===== config.mk =====
export PLATFORM = sky130hd
export DESIGN_NAME = camera_heading_top
export DESIGN_NICKNAME = d
export VERILOG_FILES = /design/src/source/image_pkg.sv /design/src/source/heading_pkg.sv /design/src/source/camera_heading_top.sv /design/src/source/direction_detector.sv /design/src/source/frame_scanner.sv /design/src/source/frame_buffer.sv
export SDC_FILE = /design/constraint.sdc
export NUM_CORES = 2
export LEC_CHECK = 0
export ABC_AREA = 1
export BUFFER_PORTS_ARGS = -buffer_cell sky130_fd_sc_hd__buf_4
export CAP_MARGIN = 20
export CORE_UTILIZATION = 45
export CTS_CLUSTER_DIAMETER = 150
export DETAILED_ROUTE_END_ITERATION = 8
export SYNTH_ARGS = -nofsm -noshare
export SYNTH_HDL_FRONTEND = slang
export SYNTH_SLANG_ARGS = --single-unit

===== constraint.sdc =====
create_clock -name clk -period 15.7 [get_ports clk]
set_clock_uncertainty 0.15 [all_clocks]
set_input_delay 3.14 -clock clk [delete_from_list [all_inputs] [get_ports clk]]
set_output_delay 3.14 -clock clk [all_outputs]
set_load 0.02 [all_outputs]

===== src/source/image_pkg.sv =====
`default_nettype none

package image_pkg;

    // Frame geometry, reduced for simulation
    localparam int IMAGE_WIDTH  = 16;
    localparam int IMAGE_HEIGHT = 12;
    localparam int PIXEL_COUNT  = IMAGE_WIDTH * IMAGE_HEIGHT;
    localparam int ADDR_BITS    = $clog2(PIXEL_COUNT);
    localparam int COL_BITS     = $clog2(IMAGE_WIDTH);

    localparam int PIXEL_BITS    = 12;
    localparam int RED_THRESHOLD = 3;  // Margin red must hold over green and blue

    typedef struct packed {
        logic [3:0] red;
        logic [3:0] green;
        logic [3:0] blue;
    } rgb444_t;

    // Camera side write into the frame buffer
    typedef struct packed {
        logic                 strobe;
        logic [ADDR_BITS-1:0] addr;
        rgb444_t              pixel;
    } pixel_write_t;

    typedef struct packed {
        logic                valid;
        logic                first;  // Pixel 0 of the frame
        logic                last;   // Final pixel of the frame
        logic [COL_BITS-1:0] col;
    } scan_tag_t;

    typedef struct packed {
        scan_tag_t tag;
        rgb444_t   pixel;
    } pixel_beat_t;

endpackage

`default_nettype wire

===== src/source/heading_pkg.sv =====
`default_nettype none

package heading_pkg;

    import image_pkg::*;

    localparam int FOV_DEGREES    = 25;  // Horizontal field of view of the camera
    localparam int MIN_RED_PIXELS = 4;
    localparam int HEADING_BITS   = 5;

    // Worst case is every pixel red, each row adding 0 + 1 + ... + (W-1)
    localparam int SUM_BITS =
        $clog2(IMAGE_HEIGHT * (IMAGE_WIDTH * (IMAGE_WIDTH - 1) / 2) + 1);

    typedef struct packed {
        logic [HEADING_BITS-1:0] heading;
        logic                    no_red;
        logic [ADDR_BITS-1:0]    red_count;
    } frame_result_t;

    typedef struct packed {
        logic            valid;
        logic            start;
        logic            finish;
        logic [2:0][9:0] colour;  // Red, green, blue from the top
    } overlay_beat_t;

endpackage

`default_nettype wire


===== src/source/camera_heading_top.sv =====
`default_nettype none

module camera_heading_top (
    input  logic                       clk,
    input  logic                       arst_n,
    input  image_pkg::pixel_write_t    cam_write,
    input  logic                       frame_ready,
    output logic                       scan_busy,
    output heading_pkg::frame_result_t result,
    output logic                       result_valid,
    output heading_pkg::overlay_beat_t overlay
);

    import image_pkg::*;

    logic [ADDR_BITS-1:0] scan_addr;
    scan_tag_t            scan_tag;
    pixel_beat_t          pixel_beat;  // Read data with its aligned tag

    // Raster sweep of the stored frame
    frame_scanner u_scanner (
        .clk         (clk),
        .arst_n      (arst_n),
        .frame_ready (frame_ready),
        .scan_busy   (scan_busy),
        .scan_addr   (scan_addr),
        .scan_tag    (scan_tag)
    );

    frame_buffer u_buffer (
        .clk        (clk),
        .cam_write  (cam_write),
        .scan_addr  (scan_addr),
        .scan_tag   (scan_tag),
        .pixel_beat (pixel_beat)
    );

    // Red detection, heading and overlay
    direction_detector u_detector (
        .clk          (clk),
        .arst_n       (arst_n),
        .pixel_beat   (pixel_beat),
        .result       (result),
        .result_valid (result_valid),
        .overlay      (overlay)
    );

endmodule

`default_nettype wire


===== src/source/direction_detector.sv =====
`default_nettype none

module direction_detector (
    input  logic                       clk,
    input  logic                       arst_n,
    input  image_pkg::pixel_beat_t     pixel_beat,
    output heading_pkg::frame_result_t result,
    output logic                       result_valid,
    output heading_pkg::overlay_beat_t overlay
);

    import image_pkg::*;
    import heading_pkg::*;

    rgb444_t px;
    logic [3:0] red_margin;
    logic beat_valid;
    logic frame_end;
    logic is_red;

    logic [SUM_BITS-1:0]  col_sum;
    logic [ADDR_BITS-1:0] red_count;
    logic [SUM_BITS-1:0]  sum_next;
    logic [ADDR_BITS-1:0] count_next;

    logic                 s1_valid;
    logic [SUM_BITS-1:0]  s1_sum;
    logic [ADDR_BITS-1:0] s1_count;
    logic                 s2_valid;
    logic [COL_BITS-1:0]  s2_avg;
    logic [ADDR_BITS-1:0] s2_count;
    logic [HEADING_BITS-1:0] heading_next;

    logic ov_valid;
    logic ov_start;
    logic ov_finish;
    logic [2:0][9:0] ov_colour;

    assign px         = pixel_beat.pixel;
    assign beat_valid = pixel_beat.tag.valid;
    assign frame_end  = beat_valid && pixel_beat.tag.last;

    // Red must clear the threshold and lead green and blue by the same margin
    assign red_margin = px.red - 4'(RED_THRESHOLD);
    assign is_red = beat_valid && (px.red > 4'(RED_THRESHOLD))
                    && (px.green < red_margin) && (px.blue < red_margin);

    assign sum_next   = col_sum + (is_red ? SUM_BITS'(pixel_beat.tag.col) : '0);
    assign count_next = red_count + ADDR_BITS'(is_red);

    // Stage 1 takes the totals including the last beat and frees the accumulators
    always_ff @(posedge clk or negedge arst_n) begin
        if (!arst_n) begin
            col_sum   <= '0;
            red_count <= '0;
            s1_valid  <= 1'b0;
        end else begin
            s1_valid <= frame_end;
            if (frame_end) begin
                col_sum   <= '0;
                red_count <= '0;
            end else if (beat_valid) begin
                col_sum   <= sum_next;
                red_count <= count_next;
            end
        end
    end

    always_ff @(posedge clk) begin
        if (frame_end) begin
            s1_sum   <= sum_next;
            s1_count <= count_next;
        end
    end

    // Stage 2 average column
    always_ff @(posedge clk or negedge arst_n) begin
        if (!arst_n) begin
            s2_valid <= 1'b0;
        end else begin
            s2_valid <= s1_valid;
        end
    end

    always_ff @(posedge clk) begin
        if (s1_valid) begin
            s2_avg   <= (s1_count != '0) ? COL_BITS'(s1_sum / s1_count) : '0;
            s2_count <= s1_count;
        end
    end

    // Stage 3 scales the column onto the field of view
    assign heading_next = HEADING_BITS'((FOV_DEGREES * s2_avg) / (IMAGE_WIDTH - 1));

    always_ff @(posedge clk or negedge arst_n) begin
        if (!arst_n) begin
            result       <= '0;
            result_valid <= 1'b0;
        end else begin
            result_valid <= s2_valid;
            if (s2_valid) begin  // Held until the next frame completes
                result <= '{
                    heading:   heading_next,
                    no_red:    s2_count < MIN_RED_PIXELS,
                    red_count: s2_count
                };
            end
        end
    end

    // Overlay stream, one beat per scanned pixel
    always_ff @(posedge clk or negedge arst_n) begin
        if (!arst_n) begin
            ov_valid  <= 1'b0;
            ov_start  <= 1'b0;
            ov_finish <= 1'b0;
        end else begin
            ov_valid  <= beat_valid;
            ov_start  <= beat_valid && pixel_beat.tag.first;
            ov_finish <= frame_end;
        end
    end

    always_ff @(posedge clk) begin
        if (is_red) begin
            ov_colour <= {{px.red, px.red, 2'b00},
                          {px.green, px.green, 2'b00},
                          {px.blue, px.blue, 2'b00}};  // Widen each channel to 10 bits
        end else begin
            ov_colour <= '0;
        end
    end

    assign overlay = '{valid: ov_valid, start: ov_start, finish: ov_finish, colour: ov_colour};

endmodule

`default_nettype wire


===== src/source/frame_scanner.sv =====
`default_nettype none

module frame_scanner (
    input  logic                            clk,
    input  logic                            arst_n,
    input  logic                            frame_ready,
    output logic                            scan_busy,
    output logic [image_pkg::ADDR_BITS-1:0] scan_addr,
    output image_pkg::scan_tag_t            scan_tag
);

    import image_pkg::*;

    logic                 busy;
    logic [ADDR_BITS-1:0] addr;
    logic [COL_BITS-1:0]  col;  // Tracks addr modulo IMAGE_WIDTH
    logic                 at_first;
    logic                 at_last;

    assign at_first = (addr == '0);
    assign at_last  = (addr == ADDR_BITS'(PIXEL_COUNT - 1));

    always_ff @(posedge clk or negedge arst_n) begin
        if (!arst_n) begin
            busy <= 1'b0;
            addr <= '0;
            col  <= '0;
        end else if (!busy) begin
            // Pulses seen during a sweep fall through to the branches below
            if (frame_ready) begin
                busy <= 1'b1;
                addr <= '0;
                col  <= '0;
            end
        end else if (at_last) begin
            busy <= 1'b0;
        end else begin
            addr <= addr + 1'b1;
            if (col == COL_BITS'(IMAGE_WIDTH - 1)) begin
                col <= '0;  // Wrap to the next row
            end else begin
                col <= col + 1'b1;
            end
        end
    end

    assign scan_busy = busy;
    assign scan_addr = addr;

    assign scan_tag = '{
        valid: busy,
        first: busy && at_first,
        last:  busy && at_last,
        col:   col
    };

endmodule

`default_nettype wire


===== src/source/frame_buffer.sv =====
`default_nettype none

module frame_buffer (
    input  logic                            clk,
    input  image_pkg::pixel_write_t         cam_write,
    input  logic [image_pkg::ADDR_BITS-1:0] scan_addr,
    input  image_pkg::scan_tag_t            scan_tag,
    output image_pkg::pixel_beat_t          pixel_beat
);

    import image_pkg::*;

    logic [PIXEL_BITS-1:0] mem [PIXEL_COUNT];
    logic [PIXEL_BITS-1:0] rd_data;
    scan_tag_t             tag_q;

    // Simple dual port RAM, read before write on a shared address
    always_ff @(posedge clk) begin
        if (cam_write.strobe) begin
            mem[cam_write.addr] <= cam_write.pixel;
        end
        rd_data <= mem[scan_addr];
    end

    // Tag follows the read by one cycle so it lines up with rd_data
    always_ff @(posedge clk) begin
        tag_q <= scan_tag;
    end

    assign pixel_beat = '{tag: tag_q, pixel: rgb444_t'(rd_data)};

endmodule

`default_nettype wire


* Word-level counts from Yosys, hierarchy flattened
Memories as Yosys holds them, arrays and structs flattened. A register that Yosys moved wholly into a read port is not among the register bits. Cells that the tools add are included.
Cells by class: add/subtract/negate cells 5, order comparisons 4, $mul 1, mux-type cells 17, divide/modulo/power cells 2, eq/ne operators 3, reductions and logical operators 12
Operators by type and width (count):
- 8-bit two-way mux | 5
- 9-bit by 4-bit divider with 32-bit output, second input constant | 1
- 11-bit two-way mux | 2
- 4-bit two-way mux | 5
- 11-bit adder | 1
- 11-bit by 8-bit divider with 11-bit output | 1
- 5-bit by 4-bit multiplier with 9-bit output, first input constant | 1
- 8-bit by 1-bit adder with 8-bit output | 1
- 8-bit by 1-bit adder with 8-bit output, second input constant | 1
- 8-bit == test, second input constant | 1
- 8-bit zero test | 1
- 4-bit < comparator | 2
- 8-bit by 3-bit < comparator with 1-bit output, second input constant | 1
- 8-bit nonzero test | 1
- 1-bit logical AND | 7
- 1-bit two-way mux | 5
- 4-bit by 1-bit adder with 4-bit output, second input constant | 1
- 4-bit == test, second input constant | 1
- 4-bit by 2-bit > comparator with 1-bit output, second input constant | 1
- 2-bit nonzero test | 2
- 4-bit by 2-bit subtractor with 4-bit output, second input constant | 1
- 2-bit inequality test, second input constant | 1
- 2-bit AND reduction | 1
Word-level totals: output and inout bits 49, RAM bits 2304, word-level logic and storage cells 72, bits of input ports 24, memories kept 1, bits in registers 119
Memories:
- u_buffer.mem | words 192, width 12, read ports 1, clocked after memory_dff 1, write ports 1, line frame_buffer.sv:13 | logic [PIXEL_BITS-1:0] mem [PIXEL_COUNT];

* Depth between registers and ports, before layout
depth in word-level cells 8, mapped depth 121, mapped depth without buffers 117

* Modules after synthesis
From an unflattened synthesis, not the netlist that was laid out.
Unflattened totals: cells, all modules 8713, area, all modules 101502.3 µm²
By module, submodules not included:
- frame_buffer | times used 1, area each 93573.5 µm², cells each 7674
- direction_detector | times used 1, area each 7165.6 µm², cells each 942
- frame_scanner | times used 1, area each 763.2 µm², cells each 97

* Worst setup path after synthesis
OpenSTA, ideal clock, no wires.
path kind register -> register, from register u_detector.s1_count[5], to register u_detector.s2_avg[0] (data pin), path slack -196 ps, cell stages (with the launch flop) 118, path buffers 4, required time 15291 ps, library setup time 259 ps, period minus slack after synthesis 15896 ps, arrival time 15487 ps, path through edfxtp_1 > inv_1 > nand2_1 > nor3_1 > nand2_1 > nor2_1 > o211ai_1 > nand2_1 > o21ai_1 > ha_1 > o21ai_0 > nand2_1 > nand2_1 > o21ai_0 > ha_1 > o21ai_0 > nand2_1 > a21oi_1 > [82 not listed] > nand2_1 > nand3_1 > nand2_1 > a21oi_1 > nand4_2 > inv_2 > nand2_1 > o21ai_0 > ha_1 > a21boi_0 > o21ai_0 > nand2_1 > a21oi_1 > o21bai_1 > a31oi_1 > o21bai_1 > a21oi_1 > a21oi_1
Between the ends: longest elaborated chain between the ends 1, elaborated cells between the ends (all ways) 2
RTL lines:
- from (decl) | line direction_detector.sv:28 | logic [ADDR_BITS-1:0] s1_count;
- from (signal assigned) | line direction_detector.sv:72 | s1_count <= count_next;
- 11-bit by 8-bit divider with 11-bit output / 8-bit nonzero test (equally long branches) | line direction_detector.sv:87 | s2_avg <= (s1_count != '0) ? COL_BITS'(s1_sum / s1_count) : '0;
- to (signal assigned) | line direction_detector.sv:87
- to (decl) | line direction_detector.sv:30 | logic [COL_BITS-1:0] s2_avg;
Parallel ways exist; a longest one is shown, timed or not. A chain may end at the register's enable or synchronous reset.

* Worst setup path after layout
Ends and elaborated chain as after synthesis.

==> impl_metrics.yaml <==
global_routing:
  grt_pass1_vias: 60182
  grt_pass1_wl_microns: 410000
  antenna_found_initial: 10
  grt_max_degree: 193
  grt_util_all_layers: 0.252
  grt_overflow: 0
worst_setup_path:
  worstSetupPathType: "reg -> reg"
  critical_path.top_delay_family: "compound AO/OA/AOI/OAI gates"
  critPathMostFrequentCell: "nand2_2"
  timing.critical_path.fanout_max: 8
  cp.required_ps: 16160
  worst_path_max_delay_cell: "edfxtp_1"
  max_stage_delay_ps: 400
  cp_num_buf_inv: 13
  critPathLaunchType: "flip-flop"
  endpoint_kind: "flip-flop"
  arrival_ps: 15670
clock_network:
  insertion_delay_ps: 910
  ctsHoldBuffers: 0
  htreeDepth: 4
  clk_pin_slew_ps: 60
  cts_buffer_depth: 3
  cts.sinks: 2417
  cts_tree: "done"
  cts_made_buffers: 239
  cts_root_buffer: "clkbuf_16"
sta:
  worst_hold_slack_ps: 222
  hold_viol: 0
  setup_violations: 0
  fmaxAchievable_ghz: 0.0658
  worst_pin_slew_ps: 1160
  drv_slew: 0
  relSlewSlack: 0.229
  finalSetupTns_ps: 0
  min_period_ps: 15210
  finalCritPeriodShare: 0.969
  rsz0062_at_grt: "true"
flow_run:
  maxCapViolCount: 0
power_and_ir_drop:
  finalPower_w: 0.0186
  peakVddDrop_uv: 141
  powerDensity_mw_per_mm2: 168
  p_leak_nw: 36.3
place:
  hpwl_microns: 161000
  gp_congestion: 0.886
  portBuffers: 66
die:
  start_util: 0.455
  core-area_sq_mm: 0.215
  rows: 170
  die_x_microns: 469
  ios: 73
  fp.dieH_microns: 469
  die-area_sq_mm: 0.220
logic_synthesis:
  synth-main-ff-cell: "edfxtp_1"
  synth_top_area_cell: "edfxtp_1"
  ys_types: 67
  synthTopCellsByCount: "edfxtp_1 (2335), nor2_1 (1506), o21ai_0 (1274), clkbuf_1 (491), nand2_1 (475)"
  yosys.cell_count.top_type: "edfxtp_1"
  syn_avg_cell_area_sq_um: 12.7
  synth_area_sq_mm: 0.0979
  ys_ff_latch: 2417
  ys_seq_area_frac: 0.735
  netlist.area_leader.share: 0.716
  synth_edf_count: 2335
  synth-async-reset-ratio: 0.0211
  syn-instance-count: 7691
  ys_warn_count: 0
  synth_area_leaders: "edfxtp_1 (72%), o21ai_0 (6.5%), nor2_1 (5.8%), o22ai_1 (2.4%), clkbuf_1 (1.9%)"
layout:
  final_util: 0.513
  drive_above_1_share: 0.107
  layout.nets: 7933
  area_growth_pct: 12.9
worst_hold_path:
  min-delay-path-class: "reg -> reg"
route:
  drc: 0
  drt_first_pass_iters: 6
  routedWlPerCell_microns: 26.0
  ant_nets: 0
  drtIter0Drc: 8138
  vias: 64694
  routed_wl_microns: 283000
  via_per_inst: 5.96
status:
  outcome: "complete, no violations"
-- worst paths after layout --
path / start / endpoint / slack [ps] / depth (start not counted)
worst min-delay path: u_scanner.col[3] / u_buffer.pixel_beat[15] / 220 / 0
worst min register to register: u_scanner.col[3] / u_buffer.pixel_beat[15] / 220 / 0
worst max register to register: u_detector.s1_count[5] / u_detector.s2_avg[0] / 490 / 109
worst max-delay path: u_detector.s1_count[5] / u_detector.s2_avg[0] / 490 / 109
min in group asynchronous: arst_n / u_detector.result[5] / 2130 / 1
max in group asynchronous: arst_n / u_scanner.scan_addr[0] / 12720 / 1
-- state kept, by name, summed over array words and instances (netlist names), 4 cells and up --
signal	flops
u_buffer.rd_data	12
u_detector.col_sum	11
u_detector.red_count	8
u_detector.s2_avg	4
u_scanner.scan_addr	8
u_detector.result	14
u_buffer.pixel_beat	7
u_detector.overlay	12
u_detector.s1_sum	11
u_detector.s1_count	8
u_buffer.mem	2304
u_detector.s2_count	8
u_scanner.col	4
-- final cells by class --
class,instances,area [sq um]
antenna,11,27.5
clock buffer,309,6370
clock inverter,119,1090
fill,18081,105000
inverter,181,713
multi-input combinational,4564,23500
sequential,2417,72000
tap,2838,3550
timing repair buffer,412,3360
-- metrics by stage --
| stage | worst slack [ps] | instance area [sq um] | cells |
|---|---|---|---|
| floorplan | 73.5 | 98000 | 7696 |
| global placement | -177 | 102000 | 10355 |
| detailed placement | -609 | 103000 | 10376 |
| CTS | 4.26 | 110000 | 10805 |
| global route | -504 | 111000 | 10844 |
| finish | 494 | 111000 | 10851 |
-- worst register-to-register path: cells and delay by family (launching register included) --
family	cells	cell delay (ps)
AO/OA/AOI/OAI	41	5650
adder cells (fa/ha/maj)	10	2860
buffers and inverters	13	1280
flip-flops	1	400
AND/OR/NAND/NOR	45	4630
-- cells by family after synthesis --
kind of cell | count (synthesis) | synth area share
other | 1 | 0.0000383
adders and majority gates | 94 | 0.0122
and+or+nand+nor | 2271 | 0.0926
AOI/OAI and AO/OA | 2145 | 0.127
DFF | 2417 | 0.735
xor gates and xnor gates | 48 | 0.00429
buffers and inverters | 715 | 0.0283
-- per-layer routing --
| metal | wire (microns) | up-vias | GRT usage |
|---|---|---|---|
| li1 | - | 28789 | - |
| met1 | 118000 | 32321 | 0.361 |
| met2 | 131000 | 3121 | 0.391 |
| met3 | 24600 | 463 | 0.0401 |
| met4 | 8840 | 0 | 0.0897 |
| met5 | 0 | - | 0 |
-- placed cells by master (no fill, tap or decap), drive strengths merged, types with 7 or more instances in the layout --
cell    Yosys  layout
o22ai     379     379
a22o       25      25
nand2     491     491
nand4      32      32
edfxtp   2335    2335
diode       0      11
or2         7       7
nor2     1511    1511
bufinv      0      15
o211ai     65      65
o21bai      9       9
a21o       13      13
nand3     197     197
a21oi      86      86
o31ai       7       7
o221ai    181     181
ha         92      92
nor3       21      21
xor2       29      29
dfrtp      51      51
buf        43     412
a31oi      58      58
clkbuf    491     309
o21ai    1278    1278
clkinv      3      97
a221oi      8       8
dfxtp      31      31
inv       178     187
xnor2      19      19
-- power by group --
group,switching [W],leakage (nW),internal [W]
combinational,0.00429,10.8,0.00149
clock,0.00242,3.66,0.00309
sequential,0.000142,21.9,0.00716
total,0.00686,36.3,0.0117
-- what timing repair did --
item | in CTS | in global routing
endpoints found under the setup margin | 1 | 2
setup buffers | 1 | 25
pin swaps | 3 | 65
gates resized for setup | 12 | 84
(Power assumes the default switching activity.)
